$ cat config.mk
export PLATFORM = sky130hd
export DESIGN_NAME = cpu_execute
export DESIGN_NICKNAME = d
export VERILOG_FILES = /design/src/cpu_pkg.sv /design/src/cpu_execute.sv
export SDC_FILE = /design/constraint.sdc
export NUM_CORES = 1
export LEC_CHECK = 0
export BUFFER_PORTS_ARGS = -buffer_cell sky130_fd_sc_hd__buf_2
export CAP_MARGIN = 15
export CORE_MARGIN = 4
export CORE_UTILIZATION = 45
export DETAILED_ROUTE_END_ITERATION = 8
export PLACE_DENSITY = 0.72
export SYNTH_ARGS = -nofsm -noshare
export SYNTH_HDL_FRONTEND = slang
export SYNTH_SLANG_ARGS = --single-unit
$ cat constraint.sdc
create_clock -name clk -period 4.1 [get_ports clk]
set_input_delay 0.41 -clock clk [delete_from_list [all_inputs] [get_ports clk]]
set_output_delay 0.41 -clock clk [all_outputs]
set_load 0.02 [all_outputs]
$ cat src/cpu_pkg.sv
package cpu_pkg;

    ////////////////////
    // widths
    ////////////////////
    localparam int WORD_W = 32;
    localparam int ADDR_W = 16;
    localparam int REG_W  = 4;
    localparam int OP_W   = 8;
    localparam int IMM_W  = 16;

    typedef logic [WORD_W-1:0] word_t;
    typedef logic [ADDR_W-1:0] addr_t; // word address, pc and data
    typedef logic [REG_W-1:0]  reg_idx_t;

    // instruction fields
    localparam int OP_LSB = 24;
    localparam int RD_LSB = 20;
    localparam int RS_LSB = 16;
    localparam int RT_LSB = 12;

    typedef enum logic [OP_W-1:0] {
        NOP  = 8'h00,
        ADD  = 8'h01,
        SUB  = 8'h02,
        AND  = 8'h03,
        OR   = 8'h04,
        XOR  = 8'h05,
        ADDI = 8'h06,
        LD   = 8'h07,
        ST   = 8'h08,
        BEQ  = 8'h09,
        BNE  = 8'h0A,
        BLT  = 8'h0B,
        JMP  = 8'h0C,
        HALT = 8'h0F
    } opcode_t;

    localparam word_t NOP_INSTR = '0; // all-zero word decodes as NOP

    typedef enum logic [1:0] {
        LOAD,
        RUN,
        HALTED
    } loader_state_t;

    // low 16 bits, sign extended
    function automatic word_t sext_imm(word_t instr);
        return {{(WORD_W-IMM_W){instr[IMM_W-1]}}, instr[IMM_W-1:0]};
    endfunction

endpackage
$ cat src/cpu_execute.sv
`timescale 1ns/10ps

module cpu_execute import cpu_pkg::*; (
    input  logic     clk,
    input  logic     rst_n,
    input  logic     hold,
    input  opcode_t  ex_op,
    input  word_t    ex_a,
    input  word_t    ex_b,
    input  word_t    ex_imm,
    input  reg_idx_t ex_rd,
    input  logic     ex_wr_en,
    output logic     branch_taken,
    output addr_t    branch_target,
    output opcode_t  mem_op,
    output word_t    mem_addr_or_result,
    output word_t    mem_store_data,
    output reg_idx_t mem_rd,
    output logic     mem_wr_en
);

    word_t alu_res;
    logic  set_flags;
    logic  z_flag;
    logic  n_flag;

    ////////////////////
    // ALU
    ////////////////////
    always_comb begin
        alu_res   = '0;
        set_flags = 1'b0;
        case (ex_op)
            ADD: begin
                alu_res   = ex_a + ex_b;
                set_flags = 1'b1;
            end
            SUB: begin
                alu_res   = ex_a - ex_b;
                set_flags = 1'b1;
            end
            AND: begin
                alu_res   = ex_a & ex_b;
                set_flags = 1'b1;
            end
            OR: begin
                alu_res   = ex_a | ex_b;
                set_flags = 1'b1;
            end
            XOR: begin
                alu_res   = ex_a ^ ex_b;
                set_flags = 1'b1;
            end
            ADDI: begin
                alu_res   = ex_a + ex_imm;
                set_flags = 1'b1; // counts as an ALU op for flags
            end
            LD, ST:  alu_res = ex_a + ex_imm; // address only, flags untouched
            default: ;
        endcase
    end

    always_ff @(posedge clk or negedge rst_n) begin
        if (!rst_n) begin
            z_flag <= 1'b0;
            n_flag <= 1'b0;
        end else if (!hold && set_flags) begin
            z_flag <= (alu_res == '0);
            n_flag <= alu_res[WORD_W-1];
        end
    end

    // branch resolves here, fetch and decode flush on taken
    assign branch_taken  = ((ex_op == BEQ) && z_flag) ||
                           ((ex_op == BNE) && !z_flag) ||
                           ((ex_op == BLT) && n_flag) ||
                           (ex_op == JMP);
    assign branch_target = ex_imm[ADDR_W-1:0];

    // EX/MEM register
    always_ff @(posedge clk or negedge rst_n) begin
        if (!rst_n) begin
            mem_op    <= NOP;
            mem_wr_en <= 1'b0;
        end else if (!hold) begin
            mem_op    <= ex_op;
            mem_wr_en <= ex_wr_en;
        end
    end

    always_ff @(posedge clk) begin
        if (!hold) begin
            mem_addr_or_result <= alu_res;
            mem_store_data     <= ex_b;
            mem_rd             <= ex_rd;
        end
    end

endmodule

==> out/metrics.csv <==
metric;value;unit
io_pins;206;
maxCapViolCount;0;
cp_slowest_stage_delay;0.55;ns
yosysWarnings;0;
power_density;254;nW/um^2
vias_per_cell;5.77;
ys_top_cells_by_count;106 x ha_1, 85 x inv_1, 72 x o21ai_0, 68 x edfxtp_1, 66 x nand2_1;
slew_headroom;0.549;
use_met1;0.355;
startpoint_type;primary input;
synth-edff-count;68;
final_cells;1499;
drc;0;
slew_viol_final;0;
setup_viol;15;
grt_use_total;0.269;
rrSetupSlack;3.34;ns
synth_simple_gate_area_frac;0.172;
ys_types;88;
ys_top_cells_by_area;edfxtp_1 26%, ha_1 17%, o21ai_0 4.6%, inv_1 4.1%, dfrtp_1 3.5%;
synth.most_common_cell;ha_1;
synth_compound_area_frac;0.241;
critical_path.slowest_cell;or4_4;
syn_area;7860;sq um
antenna_found_initial;0;
syn_avg_cell_area;8.83;sq um
nFillCells;1413;
synthXorXnorAreaFrac;0.0267;
critPathRequiredTime;4.36;ns
place_inst;1469;
cts_buffer_depth;2;
core_region_area;17200;sq um
cts_buffers;9;
wl_per_cell;18.7;um
cts_tree;built;
criticalPathCategory;in2reg;
root_buffer;clkbuf_16;
synth-seq-cells;79;
synthMuxAreaShare;0.0140;
drive_gt1_frac;0.433;
synthFlopType;edfxtp_1;
ant_nets;0;
gp_congestion;0.940;
rows;48;
synth-adder-area-share;0.171;
period_share;1.18;
violations;setup timing;
path_cells;buf_6 > or4_4 > or3_4 > or3_4 > or4_4 > nor3_4 > nor3_2 > a21oi_1 > o21ai_2 > ha_4 > a21o_1 > a211o_1 > a221oi_4 > inv_2 > o211a_1 > or3_1 > a31o_1 > nor4_2 > nand4b_1 > o32ai_2;
tns;-4.35;ns
worst-path-max-fanout;3;
pre_cts_ws;-1.17;ns
fin_ws;-0.744;ns
area_growth;45.7;%
grt_pass1_vias;8319;
hold_viol;0;
drtIter0Drc;741;
wirelength;28000;um
synth.largest_area_cell;edfxtp_1;
nNetsFinal;1488;
ys_seq_area_frac;0.295;
syn_nets;1109;
dieArea;19600;sq um
power_leakage;5.49;nW
synth_top_family_by_area;compound AO/OA/AOI/OAI gates;
rsz0062_at_grt;true;
endpoint_kind;register;
peakVddDrop;0.222;mV
synthCells;890;
grt.busiest_layer;met2;
die_y;140;um
synthArstFlopShare;0.139;
dpl.hpwl;21400;um
fmax;0.206;GHz
clock_latency;0.35;ns
use_met3;0.0444;
worstMarginPinSlew;0.675;ns
min_period;4.84;ns
overflow;0;
cts.sinks;79;
path_clk_slew;0.06;ns
via_count;8651;
port_buffers;205;
hold_class;in2reg;
synth_top_area_share;0.260;
antenna_cells_inserted;0;
grt_pass1_wl;42800;um
grtUsageMet2;0.451;
outcome;finished with violations;
die_w;140;um
total_power;0.00291;W
grt_start_max_net_pins;40;
htree_num_levels;3;
finalClockSkew;0;ns
firstDrtPassIters;5;
cp.arrival;5.10;ns
start_util;0.458;
==> what timing repair did <==
item                                    CTS  global route
hold buffers                              1             0
buffers inserted                         11             9
pin swaps                                32            42
endpoints found under the setup margin   17            22
endpoints found under the hold margin    11             0
resized for setup                        38            65
cloned                                    0             0
==> power breakdown <==
group / total, W / switching (W) / internal (W) / leakage (nW)
sequential: 0.000955 / 0.0000180 / 0.000937 / 0.788
clock: 0.000882 / 0.000349 / 0.000533 / 0.157
combinational: 0.00107 / 0.000588 / 0.000483 / 4.55
total: 0.00291 / 0.000955 / 0.00195 / 5.49
==> critical path, delay by kind of cell <==
kind	cells	cell delay, ns
adder cells (fa/ha/maj)	1	0.17
AND/OR/NAND/NOR	9	2.56
AO/OA/AOI/OAI	8	1.77
buffers and inverters	2	0.17
==> stage by stage <==
stage                     hold slack, ns  cell area, sq um  utilization
after global routing               0.229             11500        0.667
after floorplan                    0.114              8000            -
after detailed placement           0.308             10600        0.616
after CTS                          0.224             11100        0.647
after global placement             0.302             10600        0.616
final                              0.233             11500        0.667
==> routing by layer <==
layer | vias to the layer above | share of wire | wire (um)
li1 | 4087 | - | -
met3 | 63 | 0.080 | 2230
met4 | 0 | 0.029 | 806
met1 | 4081 | 0.41 | 11500
met5 | - | 0 | 0
met2 | 420 | 0.48 | 13500
==> sequential cells by signal (all words and copies together) (netlist names) <==
| signal | count |
|---|---|
| mem_rd | 4 |
| mem_addr_or_result | 32 |
| mem_store_data | 32 |
| mem_op | 8 |
| n_flag | 1 |
| z_flag | 1 |
| mem_wr_en | 1 |
==> path summary, 6_finish.rpt <==
kind,endpoint,start,cells after the start
worst min-delay path,mem_rd[2],ex_rd[2],1
worst min register to register,mem_op[0],mem_op[0],2
worst max register to register,n_flag,n_flag,1
min in group asynchronous,mem_op[5],rst_n,2
max in group asynchronous,z_flag,rst_n,2
worst max-delay path,z_flag,ex_b[2],20
==> cells in the final DEF (no fill, tap or decap), drive strengths merged, types with 5 or more instances in the layout <==
master / n
and4: 6
a31oi: 9
a221o: 15
or3: 8
or4: 7
xor2: 13
nand2b: 10
and3: 14
a22oi: 16
ha: 106
a32oi: 5
buf: 426
edfxtp: 68
nand4: 10
clkbuf: 10
xnor2: 11
nor4: 13
a21oi: 55
o31ai: 6
a221oi: 16
dfrtp: 11
nor3: 24
a21o: 11
nand3: 13
o22ai: 10
inv: 87
nor2: 56
nand2: 68
mux2: 8
o21ai: 73
==> logic make-up (layout without fill, tap and decap cells) <==
group | count (synthesis) | count (layout)
AOI/OAI and AO/OA | 277 | 277
xor gates and xnor gates | 24 | 24
adders and majority gates | 107 | 107
buffers and inverters | 145 | 529
DFF | 79 | 79
muxes | 10 | 10
and+or+nand+nor | 248 | 248
==> cell type report <==
type	instances	area (sq um)	area share
clock inverters	6	83.8	0.00732
well taps	225	282	0.0246
flip-flops and latches	79	2320	0.202
clock buffers	10	229	0.0200
repair buffers	427	2770	0.242
inverters	86	325	0.0284
multi-input cells	666	5450	0.476
(Power assumes the default switching activity.)
