**src/cpu_pkg.sv**
```systemverilog
package cpu_pkg;

    ////////////////////
    // widths
    ////////////////////
    localparam int WORD_W = 32;
    localparam int ADDR_W = 16;
    localparam int REG_W  = 4;
    localparam int OP_W   = 8;
    localparam int IMM_W  = 16;

    typedef logic [WORD_W-1:0] word_t;
    typedef logic [ADDR_W-1:0] addr_t; // word address, pc and data
    typedef logic [REG_W-1:0]  reg_idx_t;

    // instruction fields
    localparam int OP_LSB = 24;
    localparam int RD_LSB = 20;
    localparam int RS_LSB = 16;
    localparam int RT_LSB = 12;

    typedef enum logic [OP_W-1:0] {
        NOP  = 8'h00,
        ADD  = 8'h01,
        SUB  = 8'h02,
        AND  = 8'h03,
        OR   = 8'h04,
        XOR  = 8'h05,
        ADDI = 8'h06,
        LD   = 8'h07,
        ST   = 8'h08,
        BEQ  = 8'h09,
        BNE  = 8'h0A,
        BLT  = 8'h0B,
        JMP  = 8'h0C,
        HALT = 8'h0F
    } opcode_t;

    localparam word_t NOP_INSTR = '0; // all-zero word decodes as NOP

    typedef enum logic [1:0] {
        LOAD,
        RUN,
        HALTED
    } loader_state_t;

    // low 16 bits, sign extended
    function automatic word_t sext_imm(word_t instr);
        return {{(WORD_W-IMM_W){instr[IMM_W-1]}}, instr[IMM_W-1:0]};
    endfunction

endpackage
```
**src/cpu_loader.sv**
```systemverilog
`timescale 1ns/10ps

module cpu_loader import cpu_pkg::*; #(
    parameter int IM_DEPTH = 256
) (
    input  logic  clk,
    input  logic  rst_n,
    input  logic  host_in_valid,
    input  word_t host_in_data,
    input  logic  host_in_last,
    output logic  host_in_ready,
    input  logic  halt_seen,
    output logic  run,
    output logic  halted,
    output logic  im_wr_en,
    output addr_t im_wr_addr,
    output word_t im_wr_data
);

    loader_state_t state;
    loader_state_t state_nxt;
    addr_t         wr_addr;
    logic          accept;

    assign host_in_ready = (state == LOAD);
    assign accept        = host_in_valid && host_in_ready;
    assign run           = (state == RUN);
    assign halted        = (state == HALTED);

    // accepted words go straight into instruction memory
    assign im_wr_en   = accept;
    assign im_wr_addr = wr_addr;
    assign im_wr_data = host_in_data;

    always_comb begin
        state_nxt = state;
        case (state)
            LOAD: begin
                if (accept && host_in_last) begin
                    state_nxt = RUN;
                end
            end
            RUN: begin
                if (halt_seen) begin
                    state_nxt = HALTED;
                end
            end
            default: ; // HALTED is sticky until reset
        endcase
    end

    always_ff @(posedge clk or negedge rst_n) begin
        if (!rst_n) begin
            state   <= LOAD;
            wr_addr <= '0;
        end else begin
            state <= state_nxt;
            if (accept) begin
                wr_addr <= (wr_addr == addr_t'(IM_DEPTH - 1)) ? '0 : wr_addr + 1'b1;
            end
        end
    end

endmodule

```
**config.mk**
```make
export PLATFORM = sky130hd
export DESIGN_NAME = cpu_loader
export DESIGN_NICKNAME = d
export VERILOG_FILES = /design/src/cpu_pkg.sv /design/src/cpu_loader.sv
export SDC_FILE = /design/constraint.sdc
export NUM_CORES = 1
export LEC_CHECK = 0
export BUFFER_PORTS_ARGS = -buffer_cell sky130_fd_sc_hd__buf_4
export CAP_MARGIN = 25
export CORE_MARGIN = 4
export CORE_UTILIZATION = 39
export CTS_CLUSTER_DIAMETER = 30
export CTS_CLUSTER_SIZE = 10
export DETAILED_ROUTE_END_ITERATION = 10
export PLACE_DENSITY = 0.79
export SLEW_MARGIN = 15
export SYNTH_ARGS = -nofsm -noshare
export SYNTH_HDL_FRONTEND = slang
export SYNTH_SLANG_ARGS = --single-unit
```
**constraint.sdc**
```tcl
create_clock -name clk -period 2.01 [get_ports clk]
set_input_delay 0.402 -clock clk [delete_from_list [all_inputs] [get_ports clk]]
set_output_delay 0.402 -clock clk [all_outputs]
set_load 0.005 [all_outputs]
```
==> reports/metrics.cfg, run 1 <==
[outcome]
outcome=completed

[clocking]
cts_resized=0
clock_path_buffers=2
numCtsBuffers=3
cts-htree-levels=1
root_buffer=clkbuf_4
path_clk_slew_ns=0.09
cts_tree=built
clkLatencyLatePin_ns=0.29
numClockSinks=18

[power_and_ir_drop]
p_int_w=0.000625
power_frac_comb=0.205
ir_worst_vdd_uv=556
powerDensity_nw_per_um2=773
swShare=0.291
p_leak_nw=0.530
clkPwrFrac=0.249
switching_power_w=0.000256
pwr-share-seq=0.546
power_w=0.000881

[min_path]
hold_path_depth=2
hp-class=in -> reg
min_from=halt_seen
holdPathEnd=state[1]

[route]
drt-total-wl_mm=2.01
ant_nets=0
via_per_inst=5.31
dr.pass1.iters=4
drt_iter0_drc=28
wl_per_cell_um=14.1
remaining_drc_errors=0
num_vias=759

[timing]
fin_hold_ws_ns=0.322
relSlewSlack=0.732
fmaxAchievable_mhz=524
rsz0062_at_grt=false
final_max_slew_viol_count=0
fin_tns_setup_ns=0
min_period_over_period=0.950
timing_hold_violations_final=0
finalSetupViolations=0
period_needed_ns=1.91
skew_ns=0.00394
worstMarginPinSlew_ns=0.399

[placed_design]
dp.final_hpwl_mm=1.56
portBuffers=24
gp_congestion=0.766
dp_cells=138

[yosys]
synth-seq-cells=18
netlist_area_sq_um=1130
ys_warn_count=0
syn_nets=154
synth.avg_cell_area_sq_um=9.71
yosysSeqAreaShare=0.400
syn-instance-count=116
yosys.cell_types.count=29

[layout]
syn_to_final_growth_pct=1.22
diodes=0
fin_cells=143
fillers=265
final_common_cell=buf_4
drive_above_1_share=0.304
final_cell_mix=24 x buf_4, 18 x dfrtp_1, 12 x xnor2_1
final_util=0.413
layout.nets=151

[die]
core_area_sq_um=2760
fp-row-count=19
start_util=0.408
io-pin-count=89
die_area_sq_um=3810
chipHeight_um=61.7
die_x_um=61.7

[critical_path]
required_ns=1.61
cp_max_fo=12
r2r_setup_slack_ns=0.39
worstSetupEndpointType=output pin
worst-r2r-cell-count=4
crit_type=reg -> out
worstReg2RegEnd=im_wr_addr[6]
cp-start-kind=flip-flop
r2r_start=state[1]
arrival_ns=1.51

[global_route]
antenna_found_initial=0
grt_pass1_wl_mm=3.27
grt_use_total=0.115
grt_pass1_vias=694
grt_max_degree=19
grt_overflow=0

[job]
cap_viol_max_count=0

## critical path, cell delays in order, from the launching register on
cell and delay [ns]:
dfrtp_1 0.44, or3b_4 0.51, inv_1 0.14, buf_4 0.13
## state kept, by name, summed over array words and instances, names as in the netlist
name	flops
state	2
im_wr_addr	16
## routing by layer
metal | track usage | part of all wire
met3 | 0.0496 | 0.11
met4 | 0.0606 | 0.037
met1 | 0.133 | 0.39
met5 | 0 | 0
met2 | 0.179 | 0.46
## synth_stat cells
master	count	area [sq um]
o21ai_0	2	10.0
dfrtp_1	18	450
xnor2_1	12	105
nand2_1	8	30.0
a22o_1	1	8.76
nor2b_1	2	12.5
nor2_2	1	6.26
nor3_4	1	16.3
and2_1	1	6.26
xor2_1	1	8.76
nor3_2	2	20.0
nor4_2	1	12.5
nand2b_1	1	6.26
buf_4	32	240
a21oi_1	1	5.00
nand4_1	4	25.0
and3_1	2	12.5
nand3_1	7	35.0
o21ai_1	1	5.00
a21o_1	1	7.51
nor3_1	2	10.0
or2_0	1	6.26
ha_1	1	12.5
nor2_1	6	22.5
and4_1	1	8.76
nor4_1	2	12.5
or3b_4	1	11.3
buf_6	1	11.3
inv_1	2	7.51
## final cells by class
cell class	instances	area (sq um)	share of cell area
Clock buffer	4	36.3	0.0318
Inverter	2	7.51	0.00659
Multi-Input combinational cell	63	417	0.366
Sequential cell	18	450	0.395
Tap cell	31	38.8	0.0340
Timing Repair Buffer	25	190	0.167
## worst max-delay path by stage
| stage | from | end | slack [ns] | cells past startpoint |
|---|---|---|---|---|
| 2_1_floorplan | state[1] | im_wr_addr[5] | 0.52 | 4 |
| 3_3_place_gp | host_in_valid | im_wr_en | 0.41 | 4 |
| 3_5_place_dp | host_in_valid | im_wr_addr[6] | 0.38 | 5 |
| 4_1_cts | state[1] | im_wr_en | 0.08 | 3 |
| 5_1_grt | state[1] | im_wr_en | 0.03 | 3 |
| 6_report | state[1] | im_wr_en | 0.10 | 3 |
## cell families after synthesis
| kind of cell | after synthesis | synth area share |
|---|---|---|
| XOR/XNOR | 13 | 0.101 |
| AO/OA/AOI/OAI | 6 | 0.0322 |
| flip-flops | 18 | 0.400 |
| AND/OR/NAND/NOR | 43 | 0.226 |
| adder cells (fa/ha/maj) | 1 | 0.0111 |
| buffers and inverters | 35 | 0.230 |
## what timing repair did
item	4_1_cts	5_1_grt
hold endpoints to repair	18	0
hold buffers	1	0
buffers inserted	0	0
## metrics by stage
stage                     area (sq um)  setup slack [ns]
after global placement            1090             0.414
final                             1140             0.101
after CTS                         1140            0.0772
after floorplan                   1130             0.521
after global routing              1140            0.0277
after detailed placement          1090             0.381
## power groups by stage
| stage | registers (W) | logic [W] | clock network (W) |
|---|---|---|---|
| final | 0.000481 | 0.000180 | 0.000219 |
| after global routing | 0.000491 | 0.000204 | 0.000242 |
| after CTS | 0.000481 | 0.000187 | 0.000229 |
| after detailed placement | 0.000489 | 0.000185 | 0 |
| after global placement | 0.000481 | 0.000177 | 0 |
| after floorplan | 0.000474 | 0.000128 | 0 |
No activity file was read; power rests on OpenSTA's default activity.
==> inputs of run 2 (changes only) <==
--- a/config.mk
+++ b/config.mk
@@ -5,14 +5,15 @@
 export SDC_FILE = /design/constraint.sdc
 export NUM_CORES = 1
 export LEC_CHECK = 0
-export BUFFER_PORTS_ARGS = -buffer_cell sky130_fd_sc_hd__buf_4
 export CAP_MARGIN = 25
 export CORE_MARGIN = 4
-export CORE_UTILIZATION = 39
+export CORE_UTILIZATION = 58
 export CTS_CLUSTER_DIAMETER = 30
 export CTS_CLUSTER_SIZE = 10
 export DETAILED_ROUTE_END_ITERATION = 10
-export PLACE_DENSITY = 0.79
+export DONT_BUFFER_PORTS = 1
+export MAX_ROUTING_LAYER = met4
+export PLACE_DENSITY = 0.73
 export SLEW_MARGIN = 15
 export SYNTH_ARGS = -nofsm -noshare
 export SYNTH_HDL_FRONTEND = slang
==> run 2 against run 1 <==
Net effect:
- register-to-register slack better by 0.04 ns
- cell area down 16%
- utilization grew 12 points
- sequential cell count stayed put
- sequential share of layout area is 7.8 points higher
- fmax is 5.7% higher
- worst hold slack worse by 0.083 ns
- combinational power decreased by 47%
- largest cell class unchanged
- first-iteration DRC count fell by 93%
==> reports/metrics.cfg, run 2 (synthesis results as in run 1) <==
[clocking]
cts-htree-levels=1  ; unchanged
path_clk_slew_ns=0.10  ; about the same
clock_path_buffers=2  ; unchanged
numCtsBuffers=3  ; unchanged
clkLatencyLatePin_ns=0.28  ; about the same
numClockSinks=18  ; unchanged
cts_tree=built
cts_resized=0  ; unchanged
root_buffer=clkbuf_4

[route]
ant_nets=0  ; unchanged
dr.pass1.iters=3  ; -1
num_vias=645  ; -15%
via_per_inst=5.71  ; +7.5%
drt_iter0_drc=2  ; -93%
wl_per_cell_um=18.4  ; +31%
remaining_drc_errors=0  ; unchanged
drt-total-wl_mm=2.08  ; +3.3%

[layout]
final_common_cell=dfrtp_1
fin_cells=113  ; -21%
fillers=160  ; -40%
diodes=0  ; unchanged
layout.nets=127  ; -16%
syn_to_final_growth_pct=-15.4
drive_above_1_share=0.114  ; -0.190
largest_reg_flops=16  ; unchanged
final_cell_mix=18 x dfrtp_1, 12 x xnor2_1, 8 x nand2_1
final_cell_area_sq_um=952  ; -16%

[power_and_ir_drop]
ir_worst_vdd_uv=466  ; -16%
powerDensity_nw_per_um2=845  ; +9.4%
p_leak_nw=0.407  ; -23%
power_w=0.000805  ; -8.7%

[die]
io-pin-count=89  ; unchanged
die_x_um=52.1  ; -16%
chipHeight_um=52.1  ; -16%
fp-row-count=15  ; -4
start_util=0.632  ; +0.223
core_area_sq_um=1780  ; -35%
die_area_sq_um=2710  ; -29%

[placed_design]
dp_cells=108  ; -22%
dp.final_hpwl_mm=1.63  ; +4.2%
gp_congestion=0.859  ; +12%
portBuffers=0  ; -100%
post_dp_cell_area_sq_um=906  ; -17%

[timing]
period_needed_ns=1.81  ; -0.102 ns
fin_tns_setup_ns=0  ; unchanged
final_max_slew_viol_count=0  ; unchanged
timing_hold_violations_final=0  ; unchanged
min_period_over_period=0.899  ; -0.0509
relSlewSlack=0.473  ; -0.259
skew_ns=0.00554  ; +0.00160 ns
worstMarginPinSlew_ns=0.788  ; +0.389 ns
finalSetupViolations=0  ; unchanged
fmaxAchievable_mhz=553  ; +5.7%
rsz0062_at_grt=false

[critical_path]
cp_max_fo=12  ; unchanged
required_ns=1.61  ; about the same
worstSetupEndpointType=output pin
arrival_ns=1.40  ; -0.11 ns
crit_type=reg -> out
cp-start-kind=flip-flop
cp-startpoint=state[1]
r2r_start=state[1]

[min_path]
hp-class=in -> reg
min_from=halt_seen

[global_route]
grt_max_degree=19  ; unchanged
grt_use_total=0.158  ; +0.0437
grt_pass1_wl_mm=3.19  ; -2.5%
antenna_found_initial=0  ; unchanged
grt_overflow=0  ; unchanged
use_met2=0.236  ; +0.0570
met3_usage=0.0745  ; +0.0249
busiest_layer=met2
globalRouteMet1Util=0.175  ; +0.0422
grt_pass1_vias=631  ; -9.1%

[job]
cap_viol_max_count=0  ; unchanged

[outcome]
outcome=completed

==> run 2: per-layer routing <==
| metal | share of wire | vias to the layer above |
|---|---|---|
| met5 | 0 | - |
| met4 | 0.022 | 0 |
| met3 | 0.15 | 10 |
| met2 | 0.47 | 43 |
| met1 | 0.35 | 292 |
| li1 | - | 300 |
==> run 2: report_power, final <==
group / internal [W] / switching, W
Combinational: 0.0000460 / 0.0000495
Clock: 0.000110 / 0.000111
Sequential: 0.000408 / 0.0000798
==> run 2: path summary, 6_finish.rpt <==
kind / end / slack (ns) / depth (start not counted)
max: im_wr_en / 0.20 / 2
max in group asynchronous: state[0] / 0.89 / 1
min: state[1] / 0.24 / 1
max reg2reg: im_wr_addr[6] / 0.43 / 4
min in group asynchronous: im_wr_addr[6] / 0.63 / 1
min reg2reg: im_wr_addr[15] / 0.53 / 1
==> run 2: final cells by class <==
type	count	area [sq um]	area share
inverter	2	7.51	0.00788
multi-input combinational	63	417	0.438
tap	25	31.3	0.0329
timing repair buffer	1	10.0	0.0105
clock buffer	4	36.3	0.0381
sequential	18	450	0.473
==> run 2: critical path, cell delays in order, from the launching register on <==
cell and delay [ns]:
dfrtp_1 0.44, or3b_4 0.51, inv_1 0.18
==> run 2: what timing repair did <==
| item | 4_1_cts | 5_1_grt |
|---|---|---|
| buffers inserted | 0 | 0 |
| hold buffers | 1 | 0 |
| hold endpoints to repair | 18 | 0 |
==> run 2: per-stage QoR <==
step                      setup WS, ns  utilization  hold WS (ns)
after floorplan                  0.521            -         0.106
after CTS                        0.196        0.534         0.235
after detailed placement         0.440        0.508         0.107
final                            0.203        0.534         0.239
after global placement           0.457        0.508         0.107
after global routing             0.147        0.534         0.238
